===== config.mk =====
export PLATFORM = sky130hd
export DESIGN_NAME = snd_controller
export DESIGN_NICKNAME = d
export VERILOG_FILES = /design/src/source/snd_pkg.sv /design/src/source/snd_reg_file.sv /design/src/source/snd_tone_channel.sv /design/src/source/snd_mixer.sv /design/src/source/snd_controller.sv
export VERILOG_INCLUDE_DIRS = /design/src /design/src/source
export SDC_FILE = /design/constraint.sdc
export NUM_CORES = 1
export LEC_CHECK = 0
export BUFFER_PORTS_ARGS = -buffer_cell sky130_fd_sc_hd__buf_2
export CAP_MARGIN = 15
export CORE_MARGIN = 2
export CORE_UTILIZATION = 29
export DETAILED_ROUTE_END_ITERATION = 8
export GPL_TIMING_DRIVEN = 0
export PLACE_DENSITY_LB_ADDON = 0.12
export SYNTH_ARGS = -nofsm -noshare
export SYNTH_HDL_FRONTEND = slang
export SYNTH_SLANG_ARGS = --single-unit

===== constraint.sdc =====
create_clock -name clk -period 10.91 [get_ports clk]
set_clock_uncertainty 0.15 [all_clocks]
set_input_delay 1.091 -clock clk [delete_from_list [all_inputs] [get_ports clk]]
set_output_delay 1.091 -clock clk [all_outputs]
set_load 0.02 [all_outputs]

===== src/source/snd_params.svh =====
`ifndef SND_PARAMS_SVH
`define SND_PARAMS_SVH

// Channel count and sample width
`define SND_NUM_CH    4
`define SND_SAMPLE_W  20

// Channel n owns four bytes starting at SND_ADDR_CH0 + 4n
`define SND_ADDR_CH0  16'hFF10

// Mixer and master control
`define SND_ADDR_NR50 16'hFF24
`define SND_ADDR_NR51 16'hFF25
`define SND_ADDR_NR52 16'hFF26

`endif


===== src/source/snd_pkg.sv =====
`include "snd_params.svh"

package snd_pkg;

   // Register slot inside one channel's four-byte window
   typedef enum logic [1:0] {
      REG_DUTY_LEN     = 2'd0,  // Duty in 7:6, length in 5:0
      REG_VOLUME       = 2'd1,  // Volume in 7:4
      REG_FREQ_LO      = 2'd2,
      REG_CTRL_FREQ_HI = 2'd3   // Trigger 7, length enable 6, freq high 2:0
   } reg_sel_e;

   // High for the first 1, 2, 4 or 6 of the 8 steps
   typedef enum logic [1:0] {
      DUTY_12 = 2'd0,
      DUTY_25 = 2'd1,
      DUTY_50 = 2'd2,
      DUTY_75 = 2'd3
   } duty_e;

   typedef struct packed {
      duty_e       duty;
      logic [5:0]  length;
      logic [3:0]  volume;
      logic [10:0] freq;
      logic        length_en;
      logic        trigger;       // One-cycle pulse
      logic        load_length;   // One-cycle pulse
   } chan_cfg_t;

   typedef struct packed {
      logic [`SND_NUM_CH-1:0] route_so1;
      logic [`SND_NUM_CH-1:0] route_so2;
      logic                   so1_on;   // NR50 bit 3
      logic                   so2_on;   // NR50 bit 7
   } mix_cfg_t;

endpackage


===== src/source/snd_reg_file.sv =====
`include "snd_params.svh"

module snd_reg_file
   import snd_pkg::*;
(
   input  logic                   clk,
   input  logic                   rst_n,
   input  logic [15:0]            addr,
   input  logic [7:0]             wdata,
   input  logic                   we,
   input  logic                   re,
   input  logic [`SND_NUM_CH-1:0] chan_on,
   output logic [7:0]             rdata,
   output chan_cfg_t              chan_cfg [`SND_NUM_CH],
   output mix_cfg_t               mix_cfg,
   output logic                   master_en
);

   localparam int CH_W = $clog2(`SND_NUM_CH);

   logic [7:0]             ch_regs [`SND_NUM_CH][4];  // Raw channel bytes
   logic [7:0]             nr50;
   logic [7:0]             nr51;
   logic [`SND_NUM_CH-1:0] trig_q;
   logic [`SND_NUM_CH-1:0] load_q;

   logic [15:0]     offset;
   logic            ch_hit;
   logic [CH_W-1:0] ch_idx;
   reg_sel_e        slot;
   logic [7:0]      rd_byte;

   // Address decode
   assign offset = addr - `SND_ADDR_CH0;
   assign ch_hit = (addr >= `SND_ADDR_CH0) &&
                   (addr < (`SND_ADDR_CH0 + 4 * `SND_NUM_CH));
   assign ch_idx = offset[CH_W+1:2];
   assign slot   = reg_sel_e'(offset[1:0]);

   always_ff @(posedge clk or negedge rst_n) begin
      if (!rst_n) begin
         master_en <= 1'b0;
         nr50      <= '0;
         nr51      <= '0;
         ch_regs   <= '{default: '0};
         trig_q    <= '0;
         load_q    <= '0;
      end else begin
         trig_q <= '0;
         load_q <= '0;
         if (we && addr == `SND_ADDR_NR52) begin
            master_en <= wdata[7];
            if (!wdata[7]) begin
               // Powering down wipes every setting
               nr50    <= '0;
               nr51    <= '0;
               ch_regs <= '{default: '0};
            end
         end else if (we && master_en) begin  // Locked while powered down
            if (addr == `SND_ADDR_NR50)
               nr50 <= wdata;
            if (addr == `SND_ADDR_NR51)
               nr51 <= wdata;
            if (ch_hit) begin
               case (slot)
                  REG_DUTY_LEN: begin
                     ch_regs[ch_idx][slot] <= wdata;
                     load_q[ch_idx]        <= 1'b1;
                  end
                  REG_CTRL_FREQ_HI: begin
                     ch_regs[ch_idx][slot] <= {1'b0, wdata[6:0]};  // Trigger is write only
                     trig_q[ch_idx]        <= wdata[7];
                  end
                  default: ch_regs[ch_idx][slot] <= wdata;
               endcase
            end
         end
      end
   end

   // Unpack the stored bytes into channel fields
   always_comb begin
      for (int c = 0; c < `SND_NUM_CH; c++) begin
         chan_cfg[c].duty        = duty_e'(ch_regs[c][REG_DUTY_LEN][7:6]);
         chan_cfg[c].length      = ch_regs[c][REG_DUTY_LEN][5:0];
         chan_cfg[c].volume      = ch_regs[c][REG_VOLUME][7:4];
         chan_cfg[c].freq        = {ch_regs[c][REG_CTRL_FREQ_HI][2:0],
                                    ch_regs[c][REG_FREQ_LO]};
         chan_cfg[c].length_en   = ch_regs[c][REG_CTRL_FREQ_HI][6];
         chan_cfg[c].trigger     = trig_q[c];
         chan_cfg[c].load_length = load_q[c];
      end
   end

   assign mix_cfg.route_so1 = nr51[`SND_NUM_CH-1:0];
   assign mix_cfg.route_so2 = nr51[`SND_NUM_CH+3:4];
   assign mix_cfg.so1_on    = nr50[3];
   assign mix_cfg.so2_on    = nr50[7];

   always_comb begin
      rd_byte = 8'hFF;  // Unmapped
      if (ch_hit)
         rd_byte = ch_regs[ch_idx][slot];
      else if (addr == `SND_ADDR_NR50)
         rd_byte = nr50;
      else if (addr == `SND_ADDR_NR51)
         rd_byte = nr51;
      else if (addr == `SND_ADDR_NR52)
         rd_byte = {master_en, {(7 - `SND_NUM_CH){1'b1}}, chan_on};
   end

   // Read data is held until the next read
   always_ff @(posedge clk or negedge rst_n) begin
      if (!rst_n)
         rdata <= '0;
      else if (re)
         rdata <= rd_byte;
   end

endmodule


===== src/source/snd_tone_channel.sv =====
`include "snd_params.svh"

module snd_tone_channel
   import snd_pkg::*;
(
   input  logic                     clk,
   input  logic                     rst_n,
   input  logic                     master_en,
   input  logic                     sample_strobe,
   input  chan_cfg_t                cfg,
   output logic                     on,
   output logic [`SND_SAMPLE_W-1:0] sample
);

   typedef enum logic {
      ST_OFF  = 1'b0,
      ST_PLAY = 1'b1
   } state_e;

   state_e      state;
   logic [11:0] timer;      // Counts down one step period
   logic [2:0]  step;
   logic [6:0]  len_cnt;
   logic [11:0] period;
   logic [6:0]  len_load;
   logic        duty_high;

   assign period   = 12'd2048 - {1'b0, cfg.freq};
   assign len_load = 7'd64 - {1'b0, cfg.length};

   always_ff @(posedge clk or negedge rst_n) begin
      if (!rst_n) begin
         state   <= ST_OFF;
         timer   <= '0;
         step    <= '0;
         len_cnt <= '0;
      end else if (!master_en) begin
         state   <= ST_OFF;
         timer   <= '0;
         step    <= '0;
         len_cnt <= '0;
      end else begin
         if (cfg.trigger) begin
            state   <= ST_PLAY;
            step    <= '0;
            timer   <= period;
            len_cnt <= len_load;
         end else if (state == ST_PLAY) begin
            if (timer == 12'd1) begin
               timer <= period;  // Picks up a new freq at the period boundary
               step  <= step + 3'd1;
            end else begin
               timer <= timer - 12'd1;
            end
            // Length runs on the codec sample rate
            if (cfg.length_en && sample_strobe && len_cnt != '0) begin
               len_cnt <= len_cnt - 7'd1;
               if (len_cnt == 7'd1)
                  state <= ST_OFF;
            end
         end
         if (cfg.load_length && !cfg.trigger)
            len_cnt <= len_load;
      end
   end

   always_comb begin
      case (cfg.duty)
         DUTY_12: duty_high = (step == 3'd0);
         DUTY_25: duty_high = (step < 3'd2);
         DUTY_50: duty_high = (step < 3'd4);
         DUTY_75: duty_high = (step < 3'd6);
         default: duty_high = 1'b0;
      endcase
   end

   assign on = (state == ST_PLAY) && master_en;

   // Volume sits in the top nibble of the sample
   assign sample = (on && duty_high) ?
                   {cfg.volume, {(`SND_SAMPLE_W - 4){1'b0}}} : '0;

endmodule


===== src/source/snd_mixer.sv =====
`include "snd_params.svh"

module snd_mixer
   import snd_pkg::*;
(
   input  logic                     clk,
   input  logic                     rst_n,
   input  logic                     sample_strobe,
   input  logic                     master_en,
   input  mix_cfg_t                 mix_cfg,
   input  logic [`SND_SAMPLE_W-1:0] chan_sample [`SND_NUM_CH],
   output logic [`SND_SAMPLE_W-1:0] so1_sample,
   output logic [`SND_SAMPLE_W-1:0] so2_sample,
   output logic                     sample_valid
);

   logic [`SND_SAMPLE_W-1:0] so1_sum;
   logic [`SND_SAMPLE_W-1:0] so2_sum;

   // Quarter scale per channel so four full channels cannot overflow
   always_comb begin
      so1_sum = '0;
      so2_sum = '0;
      for (int c = 0; c < `SND_NUM_CH; c++) begin
         if (mix_cfg.route_so1[c])
            so1_sum = so1_sum + (chan_sample[c] >> 2);
         if (mix_cfg.route_so2[c])
            so2_sum = so2_sum + (chan_sample[c] >> 2);
      end
   end

   always_ff @(posedge clk or negedge rst_n) begin
      if (!rst_n) begin
         so1_sample   <= '0;
         so2_sample   <= '0;
         sample_valid <= 1'b0;
      end else begin
         sample_valid <= sample_strobe;
         if (sample_strobe) begin
            so1_sample <= (mix_cfg.so1_on && master_en) ? so1_sum : '0;
            so2_sample <= (mix_cfg.so2_on && master_en) ? so2_sum : '0;
         end
      end
   end

endmodule


===== src/source/snd_controller.sv =====
`include "snd_params.svh"

module snd_controller
   import snd_pkg::*;
(
   input  logic                     clk,
   input  logic                     rst_n,
   input  logic [15:0]              addr,
   input  logic [7:0]               wdata,
   input  logic                     we,
   input  logic                     re,
   input  logic                     sample_strobe,
   output logic [7:0]               rdata,
   output logic [`SND_SAMPLE_W-1:0] so1_sample,
   output logic [`SND_SAMPLE_W-1:0] so2_sample,
   output logic                     sample_valid
);

   chan_cfg_t                chan_cfg    [`SND_NUM_CH];
   logic [`SND_SAMPLE_W-1:0] chan_sample [`SND_NUM_CH];
   logic [`SND_NUM_CH-1:0]   chan_on;
   mix_cfg_t                 mix_cfg;
   logic                     master_en;

   snd_reg_file u_reg_file (
      .clk       (clk),
      .rst_n     (rst_n),
      .addr      (addr),
      .wdata     (wdata),
      .we        (we),
      .re        (re),
      .chan_on   (chan_on),
      .rdata     (rdata),
      .chan_cfg  (chan_cfg),
      .mix_cfg   (mix_cfg),
      .master_en (master_en)
   );

   // Four identical square channels
   for (genvar g = 0; g < `SND_NUM_CH; g++) begin : g_chan
      snd_tone_channel u_chan (
         .clk           (clk),
         .rst_n         (rst_n),
         .master_en     (master_en),
         .sample_strobe (sample_strobe),
         .cfg           (chan_cfg[g]),
         .on            (chan_on[g]),
         .sample        (chan_sample[g])
      );
   end

   snd_mixer u_mixer (
      .clk           (clk),
      .rst_n         (rst_n),
      .sample_strobe (sample_strobe),
      .master_en     (master_en),
      .mix_cfg       (mix_cfg),
      .chan_sample   (chan_sample),
      .so1_sample    (so1_sample),
      .so2_sample    (so2_sample),
      .sample_valid  (sample_valid)
   );

endmodule


* After elaboration in Yosys (flattened, before gate mapping) *
Cells that the tools add are included.

cells by class
  equal/unequal tests = 41
  muxes and demuxes = 128
  order comparisons = 20
  div/mod/pow operators = 0
  $add $sub $neg = 27
  shift-type cells = 0
  reduce and logical (&&, ||, !) cells = 60
  multipliers = 0
  bitwise gates (word level) = 3

operators by type and width
  operator                  count
  $mux W128                 5
  $bwmux W128               2
  $mux W20                  12
  $mux W12                  16
  $mux W7                   20
  $add A20 B18 Y20          6
  $mux W8                   14
  $mux W32                  3
  $bmux W32 S2              1
  $demux W32 S2             1
  $eq A12 B1 Y1 const B     4
  $eq A16 B16 Y1 const B    3
  $mux W3                   16
  $sub A12 B1 Y12 const B   4
  $sub A12 B11 Y12 const A  4
  $mux W18                  2
  $mux W4                   8
  $ne A4 B2 Y1 const B      8
  $eq A7 B1 Y1 const B      4
  $logic_and A1 B1 Y1       28
  $reduce_bool A7 Y1        4
  $sub A7 B1 Y7 const B     4
  $sub A7 B6 Y7 const A     4
  $lt A3 B3 Y1 const B      8
  other kinds (26)          98

storage, ports and cells
  bits in writable memories = 0
  memories kept = 0
  latch bits = 0
  word-level logic and storage cells = 320
  output and inout port bits = 49
  ROM bits = 0
  register bits = 294

* Depth between registers and ports, before layout *
  depth after elaboration = 13
  gate-level depth with buffers = 24
  depth with buffers taken out = 24

* Cells and area by module *
A second synthesis with hierarchy kept.

unflattened totals
  cell total of the unflattened synthesis = 2672
  area, all modules = 23890.4 um^2

modules (own cells, without submodules)
  module                                   area an instance (um^2)  sequential area each (um^2)  instances  cells each
  snd_mixer                                8144.1                   1026.0                       1          1054
  snd_reg_file                             7968.9                   4028.9                       1          669
  snd_tone_channel (g_chan[1].u_chan ...)  1960.6                   575.6                        2          240
  snd_tone_channel (g_chan[0].u_chan)      1958.1                   575.6                        1          240
  snd_tone_channel (g_chan[3].u_chan)      1898.1                   575.6                        1          229

* Worst setup path before layout *
No wires, ideal clock.

  kind = register to register
  from = register g_chan[0].u_chan.state
  to = register u_mixer.so2_sample[18]
  stages on the path, launching flop included = 22
  arrival time = 4.336 ns
  period minus slack after synthesis = 4.607 ns
  setup slack = 6.303 ns
  path through = dfrtp_1 -> clkbuf_1 -> and2_1 -> o21ai_0 -> nor3b_1 -> nand2_1 -> inv_1 -> ha_1 -> fa_1 -> nand2_1 -> nand2_1 -> fa_1 -> xor2_1 -> nand2_1 -> o21ai_0 -> a31o_2 -> ha_1 -> a211oi_1 -> nor2_1 -> xnor2_1 -> xnor2_1 -> a22o_1

between the ends
  cells in the longest elaborated chain, start to end = 11

ends and longest elaborated chain
  item                     line                    RTL
  from (decl)              snd_tone_channel.sv:20  state_e state;
  from (signal assigned)   snd_tone_channel.sv:33  state <= ST_OFF;
  from (signal assigned)   snd_tone_channel.sv:38  state <= ST_OFF;
  from (signal assigned)   snd_tone_channel.sv:44  state <= ST_PLAY;
  $logic_and A1 B1 Y1 (*)  snd_tone_channel.sv:77  assign on = (state == ST_PLAY) && master_en;
  $logic_and A1 B1 Y1 (*)  snd_tone_channel.sv:80  assign sample = (on && duty_high) ?
  $mux W20 (*)             snd_tone_channel.sv:80
  $mux W18 (*)             snd_mixer.sv:27         if (mix_cfg.route_so2[c])
  $add A20 B18 Y20         snd_mixer.sv:28         so2_sum = so2_sum + (chan_sample[c] >> 2);
  $mux W20 (*)             snd_mixer.sv:27
  $add A20 B18 Y20         snd_mixer.sv:28
  $mux W20 (*)             snd_mixer.sv:27
  $add A20 B18 Y20         snd_mixer.sv:28
  $mux W20 (*)             snd_mixer.sv:27
  $mux W20 (*)             snd_mixer.sv:41         so2_sample <= (mix_cfg.so2_on && master_en) ? so2_sum : '0;
  to (signal assigned)     snd_mixer.sv:41
  to (decl)                snd_mixer.sv:13         output logic [`SND_SAMPLE_W-1:0] so2_sample,

Every way passes the cells marked *; elsewhere a longest branch is shown, timed or not.
A chain may end at the register's enable or synchronous reset.

* Worst setup path in the final report *
  from = register u_reg_file.master_en
  to = register u_mixer.so2_sample[19]

between the ends
  cells in the longest elaborated chain, start to end = 11
  elaborated cells between the ends (all ways) = 21
  classes of those cells = add/sub: 3; mux: 9; reduce/logical: 9

ends and longest elaborated chain
  item                    line                    RTL
  from (decl)             snd_reg_file.sv:16      output logic master_en
  from (signal assigned)  snd_reg_file.sv:52      master_en <= wdata[7];
  $logic_and A1 B1 Y1     snd_tone_channel.sv:77
  $logic_and A1 B1 Y1     snd_tone_channel.sv:80
  $mux W20                snd_tone_channel.sv:80
  $mux W18                snd_mixer.sv:27
  $add A20 B18 Y20        snd_mixer.sv:28
  $mux W20                snd_mixer.sv:27
  $add A20 B18 Y20        snd_mixer.sv:28
  $mux W20                snd_mixer.sv:27
  $add A20 B18 Y20        snd_mixer.sv:28
  $mux W20                snd_mixer.sv:27
  $mux W20 (*)            snd_mixer.sv:41

Marks and branches as above.

==> qor.yml <==
die:
  row_count: 87
  core-area_um2: 56400
  dieHeight_um: 243
  die_w_um: 243
  ios: 78
  die-area_um2: 59000
  start_util_pct: 29.3
sta:
  worst_pin_slew_ns: 1.21
  setup_viol: 0
  tns_ns: 0
  rsz0062_at_grt: "no"
  setup_ws_ns: 3.91
  slew_viol_final: 0
  period_needed_ns: 7.00
  hold_slack_ns: 0.297
  slew_headroom_pct: 18.4
  period_share_pct: 64.2
  timing.fmax_mhz: 143
  hold_viol: 0
clock_network:
  clock_path_buffers: 3
  cts_resized: 0
  cts_tree: "done"
  htreeDepth: 2
  numCtsBuffers: 35
  clk_pin_slew_ns: 0.06
  cts_hold_buf: 0
  cts_root_buffer: "clkbuf_16"
  post_cts_buffers: 0
  clock_latency_ns: 0.55
  cts.sinks: 266
pwr:
  intPower_mw: 1.83
  p_sw_share_pct: 24.0
  seq_power_share_pct: 41.4
  power_frac_comb_pct: 5.6
  power.switching_uw: 578
  ir_worst_vdd_mv: 0.102
  power.share.clock_pct: 53.0
  p_leak_nw: 8.67
  p_per_area_nw_per_um2: 126
setup_path:
  r2r-start: "u_reg_file.master_en"
  reg2reg_slack_ns: 3.91
  cpMostUsedCell: "nand2_1"
  start_kind: "flop"
  critical_path.cell_chain: "clkbuf_1 -> clkbuf_1 -> clkbuf_1 -> nand2_1 -> a21oi_1 -> and2_1 -> ha_1 -> fa_1 -> nand2_1 -> nand2_1 -> fa_1 -> xor2_1 -> nand2_1 -> o21ai_0 -> a31o_2 -> ha_1 -> nand3_1 -> o211ai_1 -> mux2i_1 -> or3_1 -> o221ai_1"
  cp-startpoint: "u_reg_file.master_en"
  reg2regPathDepth: 21
  cp.arrival_ns: 7.30
  critPathKind: "flop to flop"
  crit_path_end: "u_mixer.so2_sample[19]"
  crit_fanout: 10
  cpMaxStageDelayCell: "clkbuf_1"
  critPathRequiredTime_ns: 11.21
  cp_slowest_stage_delay_ns: 0.93
  endpoint_kind: "flop"
  r2r_end: "u_mixer.so2_sample[19]"
final_layout:
  final_common_cell: "dfrtp_1"
  final_nets: 1915
  layout_common_cells: "266 x dfrtp_1, 141 x nor2_1, 123 x o21ai_0"
  num_antenna_cells: 0
  drive_gt1_share_pct: 13.8
  area_growth_pct: 15.8
placement:
  post-place-ws_ns: 3.92
  portBuffers: 45
  dp_hpwl_um: 42700
  gp_congestion: 0.839
global_routing:
  grt_max_degree: 114
  track_usage_pct: 19.7
  grt_pass1_vias: 13978
  grt-ovfl-total: 0
  grt_first_pass_wirelength_um: 88700
  antenna_found_initial: 4
logic_synthesis:
  muxShareOfSynthArea_pct: 7.09
  synth_compound_area_share_pct: 20.0
  synthFlopType: "dfrtp_1"
  synthAdderAreaFrac_pct: 5.26
  ys_async_sr_fraction_pct: 100
  synth_xor_area_share_pct: 3.87
  netlist_area_um2: 16500
  syn-mean-instance-area_um2: 9.68
  yosys_warnings: 0
  ys_seq_elements: 266
  synth_top_family_by_area: "compound AO/OA/AOI/OAI gates"
  synth-seq-area-share_pct: 40.2
  synth-edff-count: 0
  postSynthCellCount: 1708
  yosys.area_share.simple_pct: 18.3
  synth_cell_types: 81
drt:
  wirelength_um: 58300
  postRouteAntennaNets: 0
  wl_per_cell_um: 22.4
  drtPass1Iterations: 5
  drc: 0
  drt_iter0_drc: 1063
  avgViaCountPerCell: 5.44
  vias: 14156
min_path:
  hold_path_class: "input pin to asynchronous set/reset pin"
run_status:
  status: "finished, final reports clean"
job:
  cap_violations: 0
==> flip-flops by register name, summed over array words and instances, names as in the netlist <==
name                   cells
g_chan.u_chan.timer       48
u_mixer.so2_sample         6
u_reg_file.ch_regs        32
u_reg_file.master_en       1
g_chan.u_chan.len_cnt     28
u_mixer.so1_sample         6
u_reg_file.chan_cfg       96
u_reg_file.load_q          4
u_reg_file.rdata           8
u_reg_file.nr51            8
g_chan.u_chan.state        4
u_mixer.sample_valid       1
g_chan.u_chan.step        12
u_reg_file.trig_q          4
u_reg_file.nr50            8
==> cells by family after synthesis <==
logic type,count (synthesis)
xor+xnor,73
simple gates,566
fa+ha+maj,66
flops,266
compound gates,482
other cells,1
mux,68
buf+inv,186
==> layout make-up <==
cell class              count  area, um2
fillers                  5810      37200
well taps                 756        946
clock inverters            16        241
plain buffers             112        586
flip-flops and latches    266       6660
multi-input cells        1283       9120
clock buffers              46       1020
inverters                  74        278
repair buffers             48        305
==> how the worst min path moves through the flow <==
stage / endpoint / slack [ns] / from / depth (start not counted)
3_3_place_gp: u_reg_file.ch_regs[103] / 0.32 / u_reg_file.ch_regs[103] / 1
4_1_cts: u_reg_file.chan_cfg[77] / 0.29 / rst_n / 1
6_report: g_chan[0].u_chan.timer[2] / 0.30 / rst_n / 1
3_5_place_dp: u_reg_file.ch_regs[39] / 0.32 / u_reg_file.ch_regs[39] / 1
5_1_grt: g_chan[0].u_chan.timer[2] / 0.32 / rst_n / 1
2_1_floorplan: u_reg_file.ch_regs[103] / 0.30 / u_reg_file.ch_regs[103] / 1
==> metal layers <==
metal / GRT usage [%] / wire length, um / vias up
li1: - / - / 6559
met2: 29.9 / 25600 / 377
met5: 0 / 39 / -
met3: 3.33 / 3130 / 108
met4: 8.70 / 2470 / 6
met1: 27.5 / 27000 / 7106
==> critical path: cells and delay by family (launching register included) <==
family                   cells  cell delay (ns)
AO/OA/AOI/OAI                5             1.09
buffers and inverters        3             2.33
XOR/XNOR                     1             0.18
AND/OR/NAND/NOR              7             1.27
adder cells (fa/ha/maj)      4             1.45
multiplexers                 1             0.11
flip-flops                   1             0.32
==> power groups by stage <==
| stage | Combinational, mW | Clock, mW | Sequential, mW |
|---|---|---|---|
| after global placement | 0.133 | 0 | 1.01 |
| final | 0.136 | 1.28 | 0.996 |
| after CTS | 0.137 | 1.31 | 0.996 |
| after detailed placement | 0.137 | 0 | 1.01 |
| after floorplan | 0.0702 | 0 | 1.01 |
| after global routing | 0.148 | 1.35 | 0.996 |
==> cells in the mapped netlist (9+ instances only) <==
master | count | area share [%]
ha_1 | 60 | 4.5
buf_4 | 30 | 1.4
nand2_1 | 91 | 2.1
nor3_1 | 75 | 2.3
nand3_1 | 50 | 1.5
a211oi_1 | 17 | 0.77
o31ai_1 | 11 | 0.50
o2bb2ai_1 | 14 | 0.74
xnor2_1 | 30 | 1.6
o211ai_1 | 9 | 0.41
mux4_2 | 37 | 5.0
dfrtp_1 | 266 | 40
nor4_1 | 27 | 1.0
nor3_4 | 11 | 1.1
and2_1 | 32 | 1.2
a22o_1 | 109 | 5.8
buf_2 | 10 | 0.30
xor2_1 | 43 | 2.3
nand4_1 | 11 | 0.42
mux2_2 | 23 | 1.6
or3_1 | 18 | 0.68
or2_2 | 13 | 0.49
clkbuf_1 | 61 | 1.4
inv_1 | 73 | 1.7
nand3b_1 | 9 | 0.41
a21oi_1 | 78 | 2.4
nand2b_1 | 22 | 0.83
o22ai_1 | 15 | 0.57
nor2_1 | 141 | 3.2
o21ai_0 | 123 | 3.7
a31oi_1 | 19 | 0.72
and3_1 | 11 | 0.42
nor2b_1 | 16 | 0.61
==> per-stage QoR <==
| stage | utilization, % | cells | power (mW) | area (um2) |
|---|---|---|---|---|
| floorplan | - | 1735 | 1.08 | 16600 |
| global placement | 31.6 | 2536 | 1.15 | 17800 |
| detailed placement | 31.7 | 2539 | 1.15 | 17900 |
| CTS | 34.0 | 2601 | 2.44 | 19200 |
| global route | 34.0 | 2601 | 2.49 | 19200 |
| finish | 34.0 | 2601 | 2.41 | 19200 |
No activity file was read; power rests on OpenSTA's default activity.
